===== config.mk =====
export PLATFORM = sky130hd
export DESIGN_NAME = cpu_ctl
export DESIGN_NICKNAME = d
export VERILOG_FILES = /design/src/verilog/cpu_pkg.sv /design/src/verilog/ctl_pkg.sv /design/src/verilog/addr_op_encoder.sv /design/src/verilog/cpu_ctl.sv /design/src/verilog/micro_op_encoder.sv /design/src/verilog/opcode_decoder.sv /design/src/verilog/sequencer.sv
export SDC_FILE = /design/constraint.sdc
export NUM_CORES = 1
export LEC_CHECK = 0
export BUFFER_PORTS_ARGS = -buffer_cell sky130_fd_sc_hd__buf_2
export CORE_MARGIN = 1
export CORE_UTILIZATION = 28
export CTS_BUF_LIST = sky130_fd_sc_hd__clkbuf_8
export DETAILED_ROUTE_END_ITERATION = 6
export GPL_TIMING_DRIVEN = 1
export PLACE_DENSITY = 0.51
export SETUP_SLACK_MARGIN = 0.1
export SLEW_MARGIN = 40
export SYNTH_ARGS = -nofsm -noshare
export SYNTH_HDL_FRONTEND = slang
export SYNTH_SLANG_ARGS = --single-unit

===== constraint.sdc =====
create_clock -name clk -period 2.7 [get_ports clk]
set_input_delay 0.54 -clock clk [delete_from_list [all_inputs] [get_ports clk]]
set_output_delay 0.54 -clock clk [all_outputs]
set_load 0.02 [all_outputs]

===== src/verilog/cpu_pkg.sv =====
package cpu_pkg;

    typedef logic [7:0] byte_t;             // Data bus value
    typedef logic [7:0] opcode_t;           // Instruction byte
    typedef logic [3:0] reg_sel_t;          // Register file source select
    typedef logic [1:0] dst_sel_t;          // Register file destination select

    // Supported opcodes
    localparam opcode_t OP_BRK      = 8'h00;
    localparam opcode_t OP_ASL_ZP   = 8'h06;
    localparam opcode_t OP_ASL_ZPX  = 8'h16;
    localparam opcode_t OP_JSR      = 8'h20;
    localparam opcode_t OP_RTI      = 8'h40;
    localparam opcode_t OP_PHA      = 8'h48;
    localparam opcode_t OP_JMP_ABS  = 8'h4C;
    localparam opcode_t OP_RTS      = 8'h60;
    localparam opcode_t OP_PLA      = 8'h68;
    localparam opcode_t OP_ADC_IMM  = 8'h69;
    localparam opcode_t OP_JMP_IND  = 8'h6C;
    localparam opcode_t OP_JMP_INDX = 8'h7C;
    localparam opcode_t OP_BRA      = 8'h80;
    localparam opcode_t OP_LDY_IMM  = 8'hA0;
    localparam opcode_t OP_LDA_INDX = 8'hA1;    // (ZP,X)
    localparam opcode_t OP_LDX_IMM  = 8'hA2;
    localparam opcode_t OP_LDA_ZP   = 8'hA5;
    localparam opcode_t OP_LDA_IMM  = 8'hA9;
    localparam opcode_t OP_LDA_ABS  = 8'hAD;
    localparam opcode_t OP_LDA_INDY = 8'hB1;    // (ZP),Y
    localparam opcode_t OP_LDA_IND  = 8'hB2;    // (ZP)
    localparam opcode_t OP_LDA_ZPX  = 8'hB5;
    localparam opcode_t OP_LDX_ZPY  = 8'hB6;
    localparam opcode_t OP_LDA_ABSY = 8'hB9;
    localparam opcode_t OP_LDA_ABSX = 8'hBD;
    localparam opcode_t OP_DEX      = 8'hCA;    // Decoded only, no sequence
    localparam opcode_t OP_INC_ZP   = 8'hE6;
    localparam opcode_t OP_INX      = 8'hE8;    // Decoded only, no sequence
    localparam opcode_t OP_INC_ABS  = 8'hEE;

    localparam reg_sel_t REG_X   = 4'd0;
    localparam reg_sel_t REG_Y   = 4'd1;
    localparam reg_sel_t REG_A   = 4'd2;
    localparam reg_sel_t REG_S   = 4'd3;
    localparam reg_sel_t REG_M   = 4'd5;        // Memory operand
    localparam reg_sel_t REG_Z   = 4'd7;        // Constant zero
    localparam reg_sel_t REG_VEC = 4'd10;       // BRK vector

    localparam dst_sel_t DST_X = 2'd0;
    localparam dst_sel_t DST_Y = 2'd1;
    localparam dst_sel_t DST_A = 2'd2;
    localparam dst_sel_t DST_S = 2'd3;

endpackage


===== src/verilog/ctl_pkg.sv =====
package ctl_pkg;
    import cpu_pkg::*;

    typedef enum logic [5:0] {
        INIT, SYNC, IMM0, IND0, IND1, IND2, DATA, ABS0, ABS1, ZERO,
        PULL, RDWR, RTS0, RTS1, RTS2, PUSH, JSR0, JSR1, JSR2,
        BRK0, BRK1, BRK2, BRK3, RTI0, RTI1, RTI2, RTI3, COND
    } ctl_state_e;

    typedef logic [3:0]  ab_mode_t;         // Compressed AB datapath mode
    typedef logic [11:0] ab_op_t;           // {upper, abl_sel, abl_op, abl_ci}
    typedef logic [6:0]  alu_fn_t;          // {shift, add, carry}
    typedef logic [1:0]  do_sel_t;

    typedef struct packed {
        logic     wr;                       // Write back to dst
        dst_sel_t dst;
        reg_sel_t src;
    } reg_op_t;

    typedef struct packed {
        logic       ldm;                    // Load M into ALU
        logic       bcd;
        logic [1:0] shift;                  // 10 left, 11 right
        logic [2:0] add;                    // OR AND XOR ADD INC DEC SUB TRB
        logic [1:0] carry;                  // 01 one, 10 rotate, 11 ADC
    } alu_op_t;

    typedef struct packed {
        logic rmw, jmp, ind, add_x, add_y, ld, st;
        dst_sel_t dst;
        reg_sel_t src;
        alu_fn_t  alu;
    } decode_t;

    typedef struct packed {
        logic [6:0] hi;                     // PC, AHL and ABH controls
        logic [1:0] abl;                    // ABL operation
    } ab_ent_t;

    // One entry per AB mode
    localparam ab_ent_t AB_OP_HOLD    = '{7'b001_0110, 2'b11};  // AB + 0
    localparam ab_ent_t AB_OP_PC      = '{7'b000_1010, 2'b10};  // PC
    localparam ab_ent_t AB_OP_ABS_ST  = '{7'b111_1110, 2'b01};  // {DB, AHL+REG}, store PC
    localparam ab_ent_t AB_OP_ZP      = '{7'b111_0000, 2'b01};  // {00, DB+REG}
    localparam ab_ent_t AB_OP_NEXT_ST = '{7'b011_0110, 2'b11};  // AB + 1, store PC
    localparam ab_ent_t AB_OP_POP     = '{7'b011_0001, 2'b00};  // {01, SP+1}
    localparam ab_ent_t AB_OP_BACK    = '{7'b011_0111, 2'b11};  // Backward branch
    localparam ab_ent_t AB_OP_FWD     = '{7'b011_0110, 2'b11};  // Forward or not taken
    localparam ab_ent_t AB_OP_SP      = '{7'b000_0001, 2'b00};  // {01, SP}, keep PC
    localparam ab_ent_t AB_OP_SP_ST   = '{7'b111_0001, 2'b00};  // {01, SP}, store PC+1
    localparam ab_ent_t AB_OP_ABS     = '{7'b001_1110, 2'b01};  // {DB, AHL+REG}, keep PC
    localparam ab_ent_t AB_OP_PUSH    = '{7'b010_0001, 2'b00};  // {01, SP}
    localparam ab_ent_t AB_OP_NEXT    = '{7'b001_0110, 2'b11};  // AB + 1, keep PC
    localparam ab_ent_t AB_OP_ABS_INC = '{7'b001_1110, 2'b01};  // {DB, AHL+REG} + 1
    localparam ab_ent_t AB_OP_VEC     = '{7'b000_0011, 2'b00};  // {FF, REG} + 1

    localparam alu_fn_t ALU_FN_LOAD = 7'b00_011_00;
    localparam alu_fn_t ALU_FN_DEC  = 7'b00_101_00;
    localparam alu_fn_t ALU_FN_INC  = 7'b00_100_01;
    localparam alu_fn_t ALU_FN_ADC  = 7'b00_011_11;
    localparam alu_fn_t ALU_FN_NONE = 7'b11_111_11;

    localparam alu_op_t ALU_OP_DEC1 = 9'b00_00_101_00;     // Stack pointer - 1
    localparam alu_op_t ALU_OP_INC1 = 9'b00_00_100_01;     // Stack pointer + 1
    localparam alu_op_t ALU_OP_LDM  = 9'b10_00_000_00;
    localparam alu_op_t ALU_OP_STM  = 9'b00_00_100_00;

    localparam reg_op_t REG_OP_STACK = '{1'b1, DST_S, REG_S};
    localparam reg_op_t REG_OP_VEC   = '{1'b0, DST_X, REG_VEC};

    localparam do_sel_t DO_ALU = 2'd0;
    localparam do_sel_t DO_P   = 2'd1;
    localparam do_sel_t DO_PCL = 2'd2;
    localparam do_sel_t DO_PCH = 2'd3;

endpackage


===== src/verilog/addr_op_encoder.sv =====
`timescale 1ns/1ps

module addr_op_encoder
    import cpu_pkg::*, ctl_pkg::*;
(
    input  ctl_state_e state,
    input  byte_t      db,
    input  logic       cond,
    output ab_op_t     ab_op
);

    ab_mode_t mode;
    ab_ent_t  ent;
    logic     back;                         // Taken backward branch

    assign back = cond & db[7];             // Sign of branch offset

    always_comb begin
        case (state)
            INIT:             mode = 4'd0;
            RDWR:             mode = 4'd0;  // Hold address for write back
            DATA, JSR2:       mode = 4'd1;
            ABS1, RTI3:       mode = 4'd2;
            IND0, ZERO:       mode = 4'd3;
            SYNC, ABS0, IMM0: mode = 4'd4;
            PULL:             mode = 4'd5;
            RTS0, RTS1:       mode = 4'd5;
            RTI0, RTI1, RTI2: mode = 4'd5;
            COND:             mode = 4'd7;
            JSR1, BRK1, BRK2: mode = 4'd8;
            JSR0, BRK0:       mode = 4'd9;
            IND2:             mode = 4'd10;
            PUSH:             mode = 4'd11;
            IND1:             mode = 4'd12;
            RTS2:             mode = 4'd14; // Return address + 1
            BRK3:             mode = 4'd15;
            default:          mode = 4'd0;
        endcase
    end

    always_comb begin
        case (mode)
            4'd0:    ent = AB_OP_HOLD;
            4'd1:    ent = AB_OP_PC;
            4'd2:    ent = AB_OP_ABS_ST;
            4'd3:    ent = AB_OP_ZP;
            4'd4:    ent = AB_OP_NEXT_ST;
            4'd5:    ent = AB_OP_POP;
            4'd7:    ent = back ? AB_OP_BACK : AB_OP_FWD;  // ABH gets FF or 00
            4'd8:    ent = AB_OP_SP;
            4'd9:    ent = AB_OP_SP_ST;
            4'd10:   ent = AB_OP_ABS;
            4'd11:   ent = AB_OP_PUSH;
            4'd12:   ent = AB_OP_NEXT;
            4'd14:   ent = AB_OP_ABS_INC;
            4'd15:   ent = AB_OP_VEC;
            default: ent = '0;              // Modes 6 and 13 unused
        endcase
    end

    // Mode bits 1:0 select the ABL mux, bit 2 is the ABL carry in
    assign ab_op = {ent.hi, mode[1:0], ent.abl, mode[2]};

endmodule


===== src/verilog/cpu_ctl.sv =====
`timescale 1ns/1ps

module cpu_ctl
    import cpu_pkg::*, ctl_pkg::*;
(
    input  logic    clk,
    input  logic    arst_n,
    input  byte_t   db,
    input  logic    cond,
    output logic    sync,
    output logic    we,
    output ab_op_t  ab_op,
    output reg_op_t reg_op,
    output alu_op_t alu_op,
    output do_sel_t do_op
);

    decode_t    dec;                        // Latched instruction flags
    ctl_state_e state;

    opcode_decoder u_decoder (
        .clk(clk), .arst_n(arst_n), .sync(sync), .state(state), .db(db), .dec(dec)
    );

    sequencer u_sequencer (
        .clk(clk), .arst_n(arst_n), .db(db), .dec(dec), .state(state), .sync(sync)
    );

    addr_op_encoder u_addr_op (
        .state(state), .db(db), .cond(cond), .ab_op(ab_op)
    );

    micro_op_encoder u_micro_op (
        .clk(clk),
        .arst_n(arst_n),
        .state(state),
        .dec(dec),
        .reg_op(reg_op),
        .alu_op(alu_op),
        .do_op(do_op),
        .we(we)
    );

endmodule


===== src/verilog/micro_op_encoder.sv =====
`timescale 1ns/1ps

module micro_op_encoder
    import cpu_pkg::*, ctl_pkg::*;
(
    input  logic       clk,
    input  logic       arst_n,
    input  ctl_state_e state,
    input  decode_t    dec,
    output reg_op_t    reg_op,
    output alu_op_t    alu_op,
    output do_sel_t    do_op,
    output logic       we
);

    reg_sel_t idx_x;                        // X or zero
    reg_sel_t idx_y;                        // Y or zero
    reg_sel_t idx_xy;                       // X, else Y, else zero

    assign idx_x  = dec.add_x ? REG_X : REG_Z;
    assign idx_y  = dec.add_y ? REG_Y : REG_Z;
    assign idx_xy = dec.add_x ? REG_X : idx_y;

    always_comb begin
        case (state)
            BRK0, BRK1, BRK2, JSR0, JSR1, PUSH: reg_op = REG_OP_STACK;
            RTS0, RTS1, RTI0, RTI1, RTI2, PULL: reg_op = REG_OP_STACK;
            BRK3:       reg_op = REG_OP_VEC;
            IND0:       reg_op = '{1'b0, DST_X, idx_x};    // Pre-index
            IND2:       reg_op = '{1'b0, DST_X, idx_y};    // Post-index
            ZERO, ABS1: reg_op = '{1'b0, DST_X, idx_xy};
            SYNC:       reg_op = '{dec.ld, dec.dst, dec.src};  // dst <= src op M
            DATA:       reg_op = '{1'b0, dec.dst, dec.src};    // Store source
            default:    reg_op = '{1'b0, DST_X, REG_Z};
        endcase
    end

    always_comb begin
        case (state)
            BRK0, BRK1, BRK2, JSR0, JSR1, PUSH: alu_op = ALU_OP_DEC1;
            RTS0, RTS1, RTI0, RTI1, RTI2, PULL: alu_op = ALU_OP_INC1;
            IMM0, RDWR: alu_op = ALU_OP_LDM;
            SYNC:       alu_op = {2'b00, dec.alu};   // Finish previous opcode
            DATA: begin
                if (dec.st)
                    alu_op = ALU_OP_STM;
                else
                    alu_op = {2'b10, dec.alu};       // Load or RMW
            end
            default:    alu_op = '0;
        endcase
    end

    always_comb begin
        case (state)
            BRK1, JSR1: do_op = DO_PCH;
            BRK2, JSR2: do_op = DO_PCL;
            BRK3:       do_op = DO_P;
            default:    do_op = DO_ALU;
        endcase
    end

    // Write strobe lands on the cycle after each write state
    always_ff @(posedge clk or negedge arst_n) begin
        if (!arst_n)
            we <= 1'b0;
        else
            we <= state inside {BRK0, BRK1, BRK2, JSR0, JSR1, PUSH, RDWR};
    end

endmodule


===== src/verilog/opcode_decoder.sv =====
`timescale 1ns/1ps

module opcode_decoder
    import cpu_pkg::*, ctl_pkg::*;
(
    input  logic       clk,
    input  logic       arst_n,
    input  logic       sync,
    input  ctl_state_e state,
    input  byte_t      db,
    output decode_t    dec
);

    decode_t nxt;                           // Decode of current opcode byte

    always_comb begin
        nxt       = dec;                    // ld, dst, src hold by default
        nxt.rmw   = 1'b0;
        nxt.jmp   = 1'b0;
        nxt.ind   = 1'b0;
        nxt.add_x = 1'b0;
        nxt.add_y = 1'b0;
        nxt.st    = 1'b0;
        nxt.alu   = ALU_FN_NONE;

        case (db)                           // Control flow and RMW flags
            OP_BRK, OP_JSR, OP_RTI, OP_RTS, OP_JMP_ABS: nxt.jmp = 1'b1;
            OP_JMP_IND, OP_JMP_INDX: begin
                nxt.jmp = 1'b1;
                nxt.ind = 1'b1;             // Extra ABS0/ABS1 pass
            end
            OP_ASL_ZP: nxt.rmw = 1'b1;
            OP_INC_ZP, OP_INC_ABS: begin
                nxt.rmw = 1'b1;
                nxt.src = REG_M;
                nxt.alu = ALU_FN_LOAD;
            end
            default: ;
        endcase

        case (db)                           // Index register selection
            OP_JMP_INDX, OP_LDA_INDX, OP_LDA_ZPX, OP_LDA_ABSX: nxt.add_x = 1'b1;
            OP_LDA_INDY, OP_LDX_ZPY, OP_LDA_ABSY:             nxt.add_y = 1'b1;
            default: ;
        endcase

        case (db)                           // Register loads and stores
            OP_LDA_IND, OP_LDA_INDX, OP_LDA_INDY, OP_LDA_ZP, OP_LDA_ZPX,
            OP_LDA_IMM, OP_LDA_ABS, OP_LDA_ABSX, OP_LDA_ABSY, OP_PLA: begin
                nxt.ld  = 1'b1;
                nxt.dst = DST_A;
                nxt.src = REG_Z;            // A <= 0 + M
                nxt.alu = ALU_FN_LOAD;
            end
            OP_LDX_IMM, OP_LDX_ZPY: begin
                nxt.ld  = 1'b1;
                nxt.dst = DST_X;
                nxt.src = REG_Z;
                nxt.alu = ALU_FN_LOAD;
            end
            OP_LDY_IMM: begin
                nxt.ld  = 1'b1;
                nxt.dst = DST_Y;
                nxt.src = REG_Z;
                nxt.alu = ALU_FN_LOAD;
            end
            OP_DEX, OP_INX: begin
                nxt.ld  = 1'b1;
                nxt.dst = DST_X;
                nxt.src = REG_X;
                nxt.alu = (db == OP_DEX) ? ALU_FN_DEC : ALU_FN_INC;
            end
            OP_PHA: begin
                nxt.st  = 1'b1;
                nxt.src = REG_A;
                nxt.alu = ALU_FN_LOAD;
            end
            OP_ADC_IMM: begin
                nxt.ld  = 1'b1;
                nxt.dst = DST_A;
                nxt.src = REG_A;
                nxt.alu = ALU_FN_ADC;
            end
            default: ;
        endcase
    end

    always_ff @(posedge clk or negedge arst_n) begin
        if (!arst_n) begin
            dec <= '0;
        end else if (sync) begin
            dec <= nxt;                     // Latch at opcode fetch
        end else if (state == ABS1) begin
            dec.ind   <= 1'b0;              // Indirection resolves once
            dec.add_x <= 1'b0;              // JMP (IND,X) index used once
        end
    end

endmodule


===== src/verilog/sequencer.sv =====
`timescale 1ns/1ps

module sequencer
    import cpu_pkg::*, ctl_pkg::*;
(
    input  logic       clk,
    input  logic       arst_n,
    input  byte_t      db,
    input  decode_t    dec,
    output ctl_state_e state,
    output logic       sync
);

    ctl_state_e state_d;

    always_comb begin
        state_d = state;                    // Unknown opcode stays in SYNC
        case (state)
            INIT: state_d = SYNC;
            SYNC: begin
                case (db)
                    OP_BRA:                                  state_d = COND;
                    OP_BRK:                                  state_d = BRK0;
                    OP_JSR:                                  state_d = JSR0;
                    OP_RTI:                                  state_d = RTI0;
                    OP_RTS:                                  state_d = RTS0;
                    OP_PHA:                                  state_d = PUSH;
                    OP_PLA:                                  state_d = PULL;
                    OP_JMP_ABS, OP_JMP_IND, OP_JMP_INDX:     state_d = ABS0;
                    OP_LDA_ABS, OP_LDA_ABSX, OP_LDA_ABSY:    state_d = ABS0;
                    OP_INC_ABS:                              state_d = ABS0;
                    OP_ASL_ZP, OP_ASL_ZPX, OP_INC_ZP:        state_d = ZERO;
                    OP_LDA_ZP, OP_LDA_ZPX, OP_LDX_ZPY:       state_d = ZERO;
                    OP_LDA_INDX, OP_LDA_IND, OP_LDA_INDY:    state_d = IND0;
                    OP_LDA_IMM, OP_LDY_IMM, OP_LDX_IMM:      state_d = IMM0;
                    OP_ADC_IMM:                              state_d = IMM0;
                    default: ;
                endcase
            end
            IND0: state_d = IND1;
            IND1: state_d = IND2;
            IND2: state_d = DATA;
            IMM0: state_d = SYNC;
            ABS0: state_d = ABS1;
            ZERO: state_d = dec.rmw ? RDWR : DATA;
            ABS1: begin
                if (dec.ind)                // Fetch pointer target
                    state_d = ABS0;
                else if (dec.jmp)
                    state_d = SYNC;
                else
                    state_d = dec.rmw ? RDWR : DATA;
            end
            RDWR: state_d = DATA;
            DATA: state_d = SYNC;
            PULL: state_d = DATA;
            PUSH: state_d = DATA;
            RTS0: state_d = RTS1;
            RTS1: state_d = RTS2;
            RTS2: state_d = SYNC;
            JSR0: state_d = JSR1;
            JSR1: state_d = JSR2;
            JSR2: state_d = ABS1;           // Target high byte
            BRK0: state_d = BRK1;
            BRK1: state_d = BRK2;
            BRK2: state_d = BRK3;
            BRK3: state_d = ABS0;           // Vector fetch
            RTI0: state_d = RTI1;
            RTI1: state_d = RTI2;
            RTI2: state_d = RTI3;
            RTI3: state_d = SYNC;
            COND: state_d = SYNC;
            default: state_d = INIT;
        endcase
    end

    always_ff @(posedge clk or negedge arst_n) begin
        if (!arst_n)
            state <= INIT;
        else
            state <= state_d;
    end

    assign sync = (state == SYNC);          // Opcode fetch cycle

endmodule

==> flow_metrics.tcl <==
set metrics [dict create \
    run_status "finished with violations" \
    violations "negative setup slack" \
    syn_area_per_cell_um2 7.20 \
    h-tree-depth 1 \
    first_pass_iters 5 \
    finalWorstSetupSlack_ps -276 \
    synth_cells 368 \
    antenna_found_initial 0 \
    die_w_um 99.3 \
    synth_compound_area_share_pct 30.6 \
    drc 0 \
    grt_use_met3_pct 1.76 \
    rsz0062_at_grt "yes" \
    slew_viol_final 0 \
    top_usage_layer "met2" \
    start_kind "flop" \
    drt_iter0_markers 224 \
    nets 463 \
    cp_max_fo 5 \
    final_cell_mix "buf_4, nand2_1, nor2_1, buf_2, a21oi_1" \
    detail_route.wl_per_cell_um 16.2 \
    period_needed_ps 2980 \
    seqPwrFrac_pct 11.4 \
    yosysSeqAreaShare_pct 21.7 \
    clock_skew_ps 11.1 \
    grt_first_pass_wirelength_um 15000 \
    synth-edff-count 0 \
    synth_top_family_by_area "simple AND/OR/NAND/NOR gates" \
    required_ps 2160 \
    use_met1_pct 24.5 \
    p_per_area_nw_per_um2 1310 \
    cts_buffer_depth 2 \
    cts_made_buffers 3 \
    combPwrFrac_pct 83.8 \
    area_delta_synth_final_pct 37.0 \
    synth_seq_cells 23 \
    dp_slack_ps -13.8 \
    cts.clk_slew.worst_paths_ps 100 \
    overflow 0 \
    final_area_um2 3630 \
    grtUsageMet2_pct 33.0 \
    end_kind "output port" \
    clock_sinks 23 \
    final_cells 554 \
    syn_nets 387 \
    gp_congestion 0.871 \
    placed_area_um2 3390 \
    first_global_vias 2971 \
    setup_viol 15 \
    path_class "reg -> out" \
    grtUsageTotal_pct 18.6 \
    io_pins 43 \
    drive_gt1_share_pct 35.2 \
    internal-power_uw 2380 \
    synth-simple-area-share_pct 32.9 \
    postCtsHoldBufs 0 \
    synthMuxAreaShare_pct 2.36 \
    nFillCells 985 \
    chipHeight_um 99.3 \
    routed_wl_um 8990 \
    synth-xor-area-share_pct 1.32 \
    ir_drop_mv 0.583 \
    cellLeakagePower_uw 0.00159 \
    start_util_pct 28.8 \
    fmaxAchievable_mhz 336 \
    design.die.area_um2 9860 \
    finalHoldViolations 0 \
    cp_data_arrival_time_ps 2440 \
    core.rowCount 35 \
    switching_share_pct 49.8 \
    dpl.hpwl_um 6890 \
    max-cap-violations 0 \
    slew_headroom_pct 62.9 \
    synth_area_um2 2650 \
    ys.warnings.count 0 \
    grt_max_degree 24 \
    hold_path.class "in -> async" \
    port_buffers 41 \
    synthDistinctLibCells 69 \
    clk_latency_ps 270 \
    synthArstFlopShare_pct 100 \
    cts-root-buf "clkbuf_8" \
    ant_nets 0 \
    vias 3109 \
    layout_commonest_cell "buf_4" \
    coreArea_um2 9200 \
    dp.cells 544 \
    synth_flop_cell "dfrtp_1" \
    synthAdderAreaFrac_pct 3.78 \
    tritoncts "yes" \
    pwr-share-clk_pct 4.8 \
    power_switching_uw 2360 \
    diodes 0 \
    tightest_slew_ps 557 \
    vias_per_cell 5.61 \
    timing.final.crit_share_pct 110 \
]
## through the flow
stage,power (uW),utilization (%),TNS (ps),hold slack (ps)
2_1_floorplan,2850,-,0,244
3_3_place_gp,4040,36.9,-40.5,456
3_5_place_dp,4050,36.9,-13.8,465
4_1_cts,4700,39.1,-2390,261
5_1_grt,5100,39.5,-4830,280
6_report,4750,39.5,-2650,241
## power by group through the flow
stage	Clock, uW	Sequential (uW)	Combinational [uW]
finish	229	542	3970
global route	245	557	4300
CTS	234	538	3930
detailed placement	0	543	3510
global placement	0	540	3500
floorplan	0	528	2330
## per-layer routing
layer	part of all wire (%)	wire length, um	vias to the layer above
met3	4.4	393	11
li1	-	-	1501
met2	49	4420	105
met5	0	0	-
met1	45	4090	1492
met4	1.0	94	0
## worst max-delay path: stages, from the launching register on
cell and delay, ps:
dfrtp_2 470, ha_4 200, or3b_4 380, o311a_4 150
a221oi_4 260, buf_12 160, nor2_4 30, a32o_2 280
a21oi_2 110, buf_4 150
## synth_stat cells, types with 3 or more instances
master,number,area (um2)
nand2_1,47,176
nor2_1,35,131
a21oi_1,28,140
dfrtp_1,23,576
o21ai_0,23,115
buf_2,14,70.1
nor2b_1,14,87.6
a31oi_1,13,81.3
clkbuf_1,11,41.3
inv_1,11,41.3
nand2b_1,9,56.3
ha_1,8,100
nor3_1,8,40.0
and2_1,7,43.8
and3_1,7,43.8
nand3_1,7,35.0
a211oi_1,5,37.5
a21o_1,5,37.5
a32o_1,5,50.1
mux2i_1,4,40.0
nand4_1,4,25.0
nand4b_1,4,35.0
o211ai_1,4,30.0
buf_1,3,11.3
nor4bb_1,3,30.0
o21bai_1,3,22.5
o22ai_1,3,18.8
o32ai_1,3,26.3
or3_1,3,18.8
## registers in the layout, summed over array words and instances (netlist names)
register           flops
u_sequencer.state      5
u_decoder.dec         17
u_micro_op.we          1
## repair_timing
action | in CTS | in global routing
pin swaps | 2 | 5
resized for setup | 38 | 11
buffers inserted | 3 | 3
cloned | 1 | 0
setup endpoints to repair | 24 | 29
## final timing paths
check | startpoint | to | slack [ps] | depth (start not counted)
worst min register to register | u_decoder.dec[5] | u_decoder.dec[5] | 480 | 2
worst min-delay path | arst_n | u_decoder.dec[5] | 240 | 1
max in group asynchronous | arst_n | u_sequencer.state[1] | 2050 | 1
worst max-delay path | u_sequencer.state[1] | ab_op[1] | -280 | 9
min in group clk | u_decoder.dec[5] | u_decoder.dec[5] | 480 | 2
worst max register to register | u_sequencer.state[1] | u_sequencer.state[2] | 320 | 10
## final cells by class
class	count	area, um2	area share, %
multi-input cells	303	2070	57.0
repair buffers	102	759	20.9
inverters	11	41.3	1.14
clock buffers	3	41.3	1.14
well taps	111	139	3.82
flip-flops and latches	23	577	15.9
clock inverters	1	5.00	0.138
## cells by family (layout without fill, tap and decap cells)
| kind of cell | Yosys count | count (layout) |
|---|---|---|
| xor+xnor | 4 | 4 |
| compound gates | 118 | 118 |
| buf+inv | 42 | 117 |
| other cells | 1 | 1 |
| mux | 6 | 6 |
| simple gates | 166 | 166 |
| fa+ha+maj | 8 | 8 |
| flops | 23 | 23 |
Note: power is estimated with default switching activity, not from simulation.
